--- config.mk ---
export PLATFORM = sky130hd
export DESIGN_NAME = rd_burst_splitter
export DESIGN_NICKNAME = d
export VERILOG_FILES = /design/src/rtl/pcie_ring_pkg.sv /design/src/rtl/rd_burst_splitter.sv
export SDC_FILE = /design/constraint.sdc
export NUM_CORES = 1
export LEC_CHECK = 0
export ABC_AREA = 1
export ABC_CLOCK_PERIOD_IN_PS = 1940
export BUFFER_PORTS_ARGS = -buffer_cell sky130_fd_sc_hd__buf_4
export CAP_MARGIN = 20
export CORE_ASPECT_RATIO = 0.6
export CORE_MARGIN = 5
export CORE_UTILIZATION = 35
export DETAILED_ROUTE_END_ITERATION = 16
export HOLD_SLACK_MARGIN = 0.02
export PLACE_DENSITY = 0.82
export SYNTH_ARGS = -nofsm -noshare
export SYNTH_HDL_FRONTEND = slang
export SYNTH_SLANG_ARGS = --single-unit
--- constraint.sdc ---
create_clock -name clk -period 1.94 [get_ports clk]
set_input_delay 0.291 -clock clk [delete_from_list [all_inputs] [get_ports clk]]
set_output_delay 0.291 -clock clk [all_outputs]
set_load 0.02 [all_outputs]
--- src/rtl/pcie_ring_pkg.sv ---
// Bridge widths, register map, read patterns, FIFO depth, channel structs and write-data union
package pcie_ring_pkg;

  // Widths
  localparam int unsigned ADDR_W = 64;
  localparam int unsigned DATA_W = 64;
  localparam int unsigned TID_W  = 8;
  localparam int unsigned LEN_W  = 8;

  // Register window offsets
  localparam logic [ADDR_W-1:0] CFG_ADDR = 64'h0;
  localparam logic [ADDR_W-1:0] EXE_ADDR = 64'h100;
  localparam logic [ADDR_W-1:0] DBG_ADDR = 64'h200;
  localparam logic [ADDR_W-1:0] RST_ADDR = 64'h300;

  // Fixed read data
  localparam logic [DATA_W-1:0] DBG_PATTERN  = {(DATA_W/32){32'hdeadbeef}};
  localparam logic [DATA_W-1:0] FILL_PATTERN = {(DATA_W/32){32'hffffaaaa}};

  // Host request buffering, power of two only
  localparam int unsigned REQ_DEPTH = 64;

  // AW and AR request
  typedef struct packed {
    logic [TID_W-1:0]  id;
    logic [ADDR_W-1:0] addr;
    logic [LEN_W-1:0]  len;
  } host_aw_t;

  // W beat
  typedef struct packed {
    logic [DATA_W-1:0] data;
    logic              last;
  } host_w_t;

  // One single read replayed out of a host read burst
  typedef struct packed {
    logic [TID_W-1:0]  id;
    logic [ADDR_W-1:0] addr;
    logic              last;
  } rd_req_t;

  // Ring request, reads ignore data
  typedef struct packed {
    logic [TID_W-1:0]  id;
    logic [ADDR_W-1:0] addr;
    logic [DATA_W-1:0] data;
  } ring_req_t;

  // Host write word as seen by CFG or by RST
  typedef union packed {
    logic [ADDR_W-1:0] ring_addr;
    struct packed {
      logic [DATA_W-2:0] rsvd;
      logic              sw_rstn;
    } ctl;
  } wdata_u;

  // Host read data source
  typedef enum logic [1:0] {
    RSEL_CFG,
    RSEL_EXE,
    RSEL_DBG,
    RSEL_FILL
  } rsel_e;

endpackage

--- src/rtl/rd_burst_splitter.sv ---
// Read burst splitter: replays one host AR burst as a run of single reads
`timescale 1ns/1ps

module rd_burst_splitter (
  input  logic                     clk,
  input  logic                     rstn,
  input  logic                     ar_valid,
  input  pcie_ring_pkg::host_aw_t  ar,
  output logic                     ar_pop,
  output logic                     rd_valid,
  output pcie_ring_pkg::rd_req_t   rd_req,
  input  logic                     rd_take
);

  import pcie_ring_pkg::*;

  // Reads still to be issued for the burst at the AR head
  logic [LEN_W:0] remain;
  logic           busy;
  logic           last_one;

  assign busy     = (remain != '0);
  assign last_one = (remain == (LEN_W+1)'(1));

  // Head stays in the FIFO until its final read is taken
  assign rd_valid    = ar_valid && busy;
  assign rd_req.id   = ar.id;
  assign rd_req.addr = ar.addr;
  assign rd_req.last = last_one;

  assign ar_pop = rd_take && rd_valid && last_one;

  always_ff @(posedge clk) begin
    if (!rstn) begin
      remain <= '0;
    end else if (!busy) begin
      // Arm on a fresh head, len counts beats minus one
      if (ar_valid) begin
        remain <= (LEN_W+1)'(ar.len) + 1'b1;
      end
    end else if (rd_take) begin
      remain <= remain - 1'b1;
    end
  end

endmodule

==> results of run 1 <==
## how the worst max path moves through the flow
stage | cells after the start | slack (ps) | endpoint | start
after floorplan | 7 | 60 | ar_pop | remain[0]
after global placement | 8 | 290 | ar_pop | remain[0]
after detailed placement | 8 | 230 | ar_pop | remain[0]
after CTS | 8 | 40 | ar_pop | remain[0]
after global routing | 8 | 30 | ar_pop | remain[1]
final | 8 | 150 | ar_pop | remain[1]
## cell usage after synthesis
master	n
buf_4	73
nand2_1	28
nor2_1	24
inv_1	14
nand3_1	13
dfxtp_1	9
o21ai_0	9
ha_1	4
nand2_4	4
xor2_1	4
a21oi_1	3
nand4_1	3
o21ai_1	3
inv_2	2
nand3_2	2
nand3b_1	2
xnor2_1	2
buf_8	1
inv_4	1
nand2_2	1
nand3_4	1
nor2_2	1
nor2_4	1
nor2_8	1
nor4_1	1
o21bai_1	1
## metal layers
metal | GRT usage [%] | routed length [µm] | vias up
li1 | - | - | 472
met1 | 12.6 | 1250 | 387
met2 | 9.65 | 843 | 64
met3 | 8.63 | 401 | 0
met4 | 0.423 | 0 | 0
met5 | 0 | 0 | -
## worst max-delay path, cell delays in order (launching register included)
cell and delay, ps:
dfxtp_1 350, inv_1 100, ha_4 190, nand2_1 80
nor2_2 50, nand2_4 110, nand2_4 80, nor4_2 120
buf_4 180
## timing repair
item | 4_1_cts | 5_1_grt
setup endpoints to repair | 1 | 1
cloned | 0 | 0
gates resized for setup | 1 | 4
## power breakdown
group | internal (mW) | switching, mW
clock network | 0.141 | 0.0823
logic | 0.559 | 0.946
registers | 0.279 | 0.113
## cell families (layout without fill, tap and decap cells)
logic type                 count (synthesis)  in the layout
buffers and inverters                     91             35
and+or+nand+nor                           82             82
AOI/OAI and AO/OA                         16             16
DFF                                        9              9
xor gates and xnor gates                   6              6
adders and majority gates                  4              4
## cell type report
cell class | count | share of cell area [%]
Multi-Input combinational cell | 108 | 58.1
Sequential cell | 9 | 16.5
Timing Repair Buffer | 14 | 9.64
Inverter | 17 | 6.08
Tap cell | 47 | 5.40
Clock buffer | 3 | 3.79
Clock inverter | 1 | 0.459
## metrics by stage
stage               total power [mW]  setup WS [ps]  area, µm²
floorplan                       1.79           60.6       1420
global placement                1.82            289       1020
detailed placement              1.82            233       1020
CTS                             2.06           36.1       1070
global route                    2.33           26.2       1090
finish                          2.12            147       1090
==> metrics.md, run 1 <==
| Metric | Value |
|---|---|
| Hold_sp | `rstn` |
| I/O pin total | `159` |
| Layout area overhead | `-23.3%` |
| Filler cell count in the final layout | `424` |
| TritonCTS clock tree | `done` |
| Vias per cell | `4.64` |
| # clock sinks | `9` |
| Area share of the largest cell type after synthesis | `38.6%` |
| Yosys top cell by area | `buf_4` |
| DRT Pass-1 Iters | `4` |
| Fin cells | `199` |
| Detailed-route wire length per cell | `12.5 µm` |
| R2R cell count | `10` |
| IO Port Bufs | `14` |
| Htree depth | `1` |
| Max Fclk | `558 MHz` |
| Commonest non-fill, non-tap cell in the layout | `nand2_1` |
| Final Hold Viols | `0` |
| Num CTS Buffers | `3` |
| Final GP Congestion | `0.863` |
| Syn_nets | `296` |
| Period utilization | `92.4%` |
| Crit path max fanout | `7` |
| Dpl hpwl | `2000 µm` |
| Leakage | `0.526 nW` |
| First-pass GRT wire length | `3930 µm` |
| Top post-synthesis cells by area | `buf_4, dfxtp_1, nand2_1, nor2_1, nand3_1` |
| Worst Skew | `3.21 ps` |
| Root buf cell | `clkbuf_8` |
| Worst hold endpoint | `remain[7]` |
| Post-synthesis sequential area ratio | `12.7%` |
| Hold Crit Class | `in2reg` |
| Setup Crit Path Kind | `reg2out` |
| Rel. slew slack | `81.2%` |
| Die height | `59.4 µm` |
| Syn avg cell area | `6.83 µm²` |
| Worst reg2reg setup slack | `370 ps` |
| Slew @ Worst Pin | `281 ps` |
| Drt initial violations | `57` |
| Hold depth | `3` |
| Final Util | `28.8%` |
| Die ar. | `5480 µm²` |
| Critical path capture point type | `output port` |
| Number of global-route vias before repair | `820` |
| Max_cap viols | `0` |
| Crit path DAT | `1500 ps` |
| Tmin final | `1790 ps` |
| Clock Path Buffers | `2` |
| Total track usage | `9.03%` |
| RR Startpoint | `remain[1]` |
| Simple-gate share of the synthesized area | `30.0%` |
| Antenna cells | `0` |
| Synth Instances | `208` |
| Post-CTS Setup Bufs | `0` |
| Unrepaired setup endpoints after global routing | `no` |
| Total negative slack | `0 ps` |
| Largest family of logic cells by synthesized area | `buffers and inverters` |
| Status | `finished clean` |
| Final setup vio count | `0` |
| Adder-cell share of the synthesized area | `3.52%` |
| Yosys cell types | `26` |
| Peak VDD IR | `0.000388 V` |
| Routed WL | `2490 µm` |
| Cell Pwr Density | `1950 nW/µm²` |
| Multiplexer share of the synthesized area | `0%` |
| Antenna-violating nets left | `0` |
| DP Cell Count | `195` |
| Largest registers | `remain: 9 flops` |
| Post-synthesis compound-gate area fraction | `5.81%` |
| WHS | `358 ps` |
| Top reg by flops | `remain` |
| Drt drc | `0` |
| Row count | `17` |
| Starting Density | `37.5%` |
| Die X | `92.3 µm` |
| Largest net degree at the start of global routing | `12` |
| Total gr overflow | `0` |
| Synth warn | `0` |
| Count of pins over their slew limit | `0` |
| Critical Path RT | `1650 ps` |
| Clk_lat worst skew | `230 ps` |
| Initial antenna violation count | `0` |
| Core ar. | `3790 µm²` |
| Hold-fix buffers at CTS | `0` |
| Post-synthesis xor/xnor area fraction | `3.70%` |
| Vias | `923` |
| Share of cells above drive strength 1 | `23.7%` |
| Largest register FFs | `9` |
| Mapped Area | `1420 µm²` |
| Reg area | `180 µm²` |
| Worst R2R End | `remain[3]` |
| Reg clk slew, reported paths | `50 ps` |
| Critical path launch point type | `register` |
| NumNets Final | `241` |
| Multi-input logic area | `633 µm²` |
| Flops & latches, synth | `9` |
| Most frequent cells in the layout | `nand2_1, nor2_1, buf_4` |
(Power assumes the default switching activity.)
==> run 2, diff against run 1 <==
--- a/config.mk
+++ b/config.mk
@@ -13,8 +13,10 @@
 export CORE_MARGIN = 5
 export CORE_UTILIZATION = 35
 export DETAILED_ROUTE_END_ITERATION = 16
+export GPL_TIMING_DRIVEN = 0
 export HOLD_SLACK_MARGIN = 0.02
 export PLACE_DENSITY = 0.82
 export SYNTH_ARGS = -nofsm -noshare
 export SYNTH_HDL_FRONTEND = slang
 export SYNTH_SLANG_ARGS = --single-unit
+export TNS_END_PERCENT = 20
==> constraint.sdc (replaced) <==
create_clock -name clk -period 1.94 [get_ports clk]
set_input_delay 0.582 -clock clk [delete_from_list [all_inputs] [get_ports clk]]
set_output_delay 0.582 -clock clk [all_outputs]
set_load 0.02 [all_outputs]
==> metrics.md, run 2 (synthesis gave the netlist of run 1 again) <==
| Metric | Value |
|---|---|
| Failing checks | `setup timing` |
| DRT Pass-1 Iters | `4` |
| Crit path depth | `8` |
| Final setup vio count | `1` |
| Htree depth | `1` |
| Largest net degree at the start of global routing | `11` |
| Num CTS Buffers | `3` |
| Crit path DAT | `1380 ps` |
| Slowest CP cell | `dfxtp_2` |
| Top sig layer | `met3` |
| Top reg by flops | `remain` |
| Die height | `59.4 µm` |
| Met1 wire length | `1780 µm` |
| Commonest non-fill, non-tap cell in the layout | `buf_4` |
| Tmin final | `1960 ps` |
| Largest registers | `remain: 9 flops` |
| Rel. slew slack | `79.9%` |
| Vias per cell | `4.26` |
| Top cell family by delay on the critical path | `simple AND/OR/NAND/NOR gates` |
| Layout area overhead | `59.5%` |
| Most frequent cells in the layout | `buf_4, nand2_1, nor2_1` |
| Number of global-route vias before repair | `1354` |
| Met2 routed WL | `2380 µm` |
| Total track usage | `14.7%` |
| Final Power | `2.77 mW` |
| Unrepaired setup endpoints after global routing | `yes` |
| WHS | `504 ps` |
| Crit path max fanout | `5` |
| Worst-path cell chain | `inv_4 > ha_4 > nand2_2 > nor2_2 > nand2_4 > nand2_4 > nor4_2 > buf_4` |
| Worst Skew | `8.28 ps` |
| Total negative slack | `-19.5 ps` |
| Reg clk slew, reported paths | `50 ps` |
| Root buf cell | `clkbuf_8` |
| Clk_lat worst skew | `240 ps` |
| I/O pin total | `159` |
| Period utilization | `101%` |
| Total gr overflow | `0` |
| Initial antenna violation count | `0` |
| NumNets Final | `393` |
| Vias | `1494` |
| Critical path launch point type | `register` |
| Final GP Congestion | `0.918` |
| Detailed-route wire length per cell | `13.0 µm` |
| # clock sinks | `9` |
| RR Startpoint | `remain[0]` |
| Worst R2R End | `remain[6]` |
| Max Fclk | `510 MHz` |
| Row count | `17` |
| Buf/Inv on CP | `2` |
| CP endpoint | `ar_pop` |
| TritonCTS clock tree | `done` |
| Peak VDD IR | `0.000544 V` |
| Antenna-violating nets left | `0` |
| Fin cells | `351` |
| Dpl hpwl | `3960 µm` |
| Max_cap viols | `0` |
| Die ar. | `5480 µm²` |
| Worst reg2reg setup slack | `470 ps` |
| Slew @ Worst Pin | `301 ps` |
| Critical Path RT | `1360 ps` |
| Status | `complete, but fails checks` |
| Clock Path Buffers | `2` |
| Met3 WL post-DR | `397 µm` |
| Leakage | `1.26 nW` |
| Core ar. | `3790 µm²` |
| IO Port Bufs | `86` |
| Final Util | `59.9%` |
| Setup Crit Path Kind | `reg2out` |
| Hold Crit Class | `reg2reg` |
| Drt initial violations | `85` |
| DP Cell Count | `341` |
| Cell Pwr Density | `1220 nW/µm²` |
| Final Hold Viols | `0` |
| Count of pins over their slew limit | `0` |
| Starting Density | `37.5%` |
| Largest register FFs | `9` |
| Hold-fix buffers at CTS | `0` |
| CP peak stage delay | `330 ps` |
| R2R cell count | `10` |
| Critical path capture point type | `output port` |
| Antenna cells | `0` |
| Most frequent CP cell | `nand2_4` |
| Share of cells above drive strength 1 | `65.1%` |
| Routed WL | `4560 µm` |
| Final worst slack | `-19.5 ps` |
| Worst Setup SP | `remain[0]` |
| Drt drc | `0` |
| First-pass GRT wire length | `6490 µm` |
| Die X | `92.3 µm` |
==> run 2: how the worst min path moves through the flow <==
stage,cells after the start,end,slack (ps),start
floorplan,2,remain[7],450,remain[7]
global placement,2,remain[7],470,remain[7]
detailed placement,2,remain[7],480,remain[7]
CTS,2,remain[7],500,remain[7]
global route,2,remain[7],520,remain[7]
finish,2,remain[7],500,remain[7]
==> run 2: per-layer routing <==
metal	vias to the layer above	GRT usage [%]
met2	76	23.8
met3	0	4.31
met1	644	20.1
met5	-	0
li1	774	-
met4	0	1.48
==> run 2: metrics by stage <==
stage	worst slack (ps)	cell area, µm²
4_1_cts	-23.0	2250
5_1_grt	-92.1	2270
3_5_place_dp	-123	2130
3_3_place_gp	-62.9	2130
2_1_floorplan	7.62	1430
6_report	-19.5	2270
==> run 2: what timing repair did <==
item,4_1_cts,5_1_grt
gates resized for setup,16,2
endpoints found under the hold margin,0,0
endpoints found under the setup margin,3,3
setup buffers,4,2
pin swaps,6,2
==> run 2: area by class of cell <==
class / instances / area (µm²)
timing repair buffer: 92 / 691
sequential: 9 / 188
multi-input combinational: 108 / 653
tap: 47 / 58.8
fill: 353 / 1520
buffer: 74 / 563
clock buffer: 4 / 45.0
inverter: 17 / 68.8
==> run 2: tightest hold or removal path, cell delays in order, from the launching register on <==
cell	delay [ps]
dfxtp_1	330
nand2_1	70
a21oi_1	50
==> run 2: where the power goes <==
group / switching, mW / internal (mW)
clock network: 0.0793 / 0.144
logic: 1.18 / 0.936
registers: 0.135 / 0.294
==> run 3, diff against run 2 <==
--- a/config.mk
+++ b/config.mk
@@ -15,7 +15,8 @@
 export DETAILED_ROUTE_END_ITERATION = 16
 export GPL_TIMING_DRIVEN = 0
 export HOLD_SLACK_MARGIN = 0.02
-export PLACE_DENSITY = 0.82
+export PLACE_DENSITY = 0.91
+export SLEW_MARGIN = 5
 export SYNTH_ARGS = -nofsm -noshare
 export SYNTH_HDL_FRONTEND = slang
 export SYNTH_SLANG_ARGS = --single-unit
==> metrics.md, run 3 (synthesis gave the netlist of run 1 again) <==
| Metric | Value |
|---|---|
| Status | `complete, but fails checks` |
| Failing checks | `setup timing` |
| Peak VDD IR | `0.000698 V` |
| Core ar. | `3790 µm²` |
| NumNets Final | `394` |
| Filler cell count in the final layout | `352` |
| Hold Crit Class | `reg2reg` |
| Max_cap viols | `0` |
| Total track usage | `16.0%` |
| Layout area overhead | `60.7%` |
| Largest register FFs | `9` |
| Buf/Inv on CP | `2` |
| Tmin final | `1970 ps` |
| Drt drc | `0` |
| Crit path DAT | `1390 ps` |
| Critical Path RT | `1360 ps` |
| Crit path max fanout | `5` |
| Worst R2R End | `remain[0]` |
| Die height | `59.4 µm` |
| Final Util | `60.3%` |
| Clock Path Buffers | `2` |
| Hold_sp | `remain[7]` |
| Total negative slack | `-31.1 ps` |
| Met3 WL post-DR | `423 µm` |
| First-pass GRT wire length | `7160 µm` |
| Cell Pwr Density | `1230 nW/µm²` |
| Final Hold Viols | `0` |
| Met2 routed WL | `2560 µm` |
| Commonest non-fill, non-tap cell in the layout | `buf_4` |
| Reg clk slew, reported paths | `50 ps` |
| Die X | `92.3 µm` |
| Period utilization | `102%` |
| Dpl hpwl | `4160 µm` |
| Most frequent CP cell | `nand2_4` |
| Top sig layer | `met4` |
| Rel. slew slack | `85.9%` |
| Unrepaired setup endpoints after global routing | `yes` |
| Largest registers | `remain: 9 flops` |
| DRT Pass-1 Iters | `4` |
| Setup Crit Path Kind | `reg2out` |
| Slew @ Worst Pin | `212 ps` |
| Root buf cell | `clkbuf_8` |
| Worst Skew | `0.347 ps` |
| Count of pins over their slew limit | `0` |
| Multi-input logic area | `661 µm²` |
| Max Fclk | `507 MHz` |
| Number of global-route vias before repair | `1518` |
| R2R cell count | `10` |
| Starting Density | `37.5%` |
| Worst hold endpoint | `remain[7]` |
| Worst-path cell chain | `inv_4 > ha_4 > nand2_2 > nor2_2 > nand2_4 > nand2_4 > nor4_2 > buf_4` |
| Final worst slack | `-31.1 ps` |
| Vias per cell | `4.51` |
| Htree depth | `1` |
| CP peak stage delay | `360 ps` |
| Antenna-violating nets left | `0` |
| Final GP Congestion | `0.897` |
| Num CTS Buffers | `3` |
| Routed WL | `4840 µm` |
| Final setup vio count | `1` |
| Most frequent cells in the layout | `buf_4, nand2_1, nor2_1` |
| Antenna cells | `0` |
| Worst reg2reg setup slack | `430 ps` |
| # clock sinks | `9` |
| Row count | `17` |
| Hold depth | `2` |
| Clk_lat worst skew | `240 ps` |
| Share of cells above drive strength 1 | `65.6%` |
| Drt initial violations | `86` |
| Largest net degree at the start of global routing | `11` |
| Top reg by flops | `remain` |
| Met1 wire length | `1820 µm` |
| Total gr overflow | `0` |
| Detailed-route wire length per cell | `13.8 µm` |
| Hold-fix buffers at CTS | `0` |
| RR Startpoint | `remain[0]` |
| Slowest CP cell | `dfxtp_2` |
| Critical path launch point type | `register` |
| Die ar. | `5480 µm²` |
| IO Port Bufs | `86` |
| Top cell family by delay on the critical path | `flip-flops` |
| TritonCTS clock tree | `done` |
| Reg area | `190 µm²` |
| Critical path capture point type | `output port` |
| Initial antenna violation count | `0` |
| I/O pin total | `159` |
| Vias | `1588` |
| Leakage | `1.27 nW` |
-- run 3: layer usage --
layer  vias to the layer above  track usage [%]
met4                         0             3.38
met2                        76             28.6
met5                         -                0
li1                        779                -
met1                       727             19.6
met3                         6             4.44
-- run 3: worst reg2reg max path: cells and delay by family (launching register included) --
kind / cells / cell delay [ps]
flops: 1 / 340
simple gates: 6 / 460
buf+inv: 2 / 220
fa+ha+maj: 1 / 180
compound gates: 1 / 190
-- run 3: worst max-delay path by stage --
stage,startpoint,endpoint,slack (ps),depth (start not counted)
floorplan,remain[0],ar_pop,8,7
finish,remain[0],ar_pop,-30,8
CTS,remain[0],ar_pop,-30,8
global route,remain[0],ar_pop,-60,8
detailed placement,remain[0],ar_pop,-70,8
global placement,remain[0],ar_pop,-50,8
-- run 3: layout make-up --
| cell class | count | area share [%] |
|---|---|---|
| timing repair buffer | 93 | 30.6 |
| multi-input combinational | 108 | 28.9 |
| buffer | 74 | 24.6 |
| sequential | 9 | 8.32 |
| inverter | 17 | 3.01 |
| tap | 47 | 2.57 |
| clock buffer | 4 | 1.97 |
-- run 3: what timing repair did --
action / in CTS / in global routing
setup buffers: 5 / 2
resized for setup: 14 / 7
pin swaps: 6 / 4
endpoints found under the setup margin: 3 / 3
-- run 3: report_power, final --
| group | total (mW) | switching (mW) | leakage, nW | internal (mW) |
|---|---|---|---|---|
| clock | 0.230 | 0.0861 | 0.0228 | 0.144 |
| combinational | 2.15 | 1.22 | 1.17 | 0.939 |
| sequential | 0.436 | 0.138 | 0.0767 | 0.298 |
-- run 3: through the flow --
| step | power [mW] | cells | hold WS, ps | worst slack, ps | area (µm²) |
|---|---|---|---|---|---|
| 3_3_place_gp | 2.18 | 341 | 471 | -52.5 | 2130 |
| 4_1_cts | 2.67 | 350 | 494 | -28.0 | 2250 |
| 3_5_place_dp | 2.23 | 341 | 477 | -67.0 | 2130 |
| 5_1_grt | 3.04 | 352 | 531 | -62.0 | 2280 |
| 6_report | 2.82 | 352 | 493 | -31.1 | 2280 |
| 2_1_floorplan | 1.80 | 208 | 449 | 7.62 | 1430 |
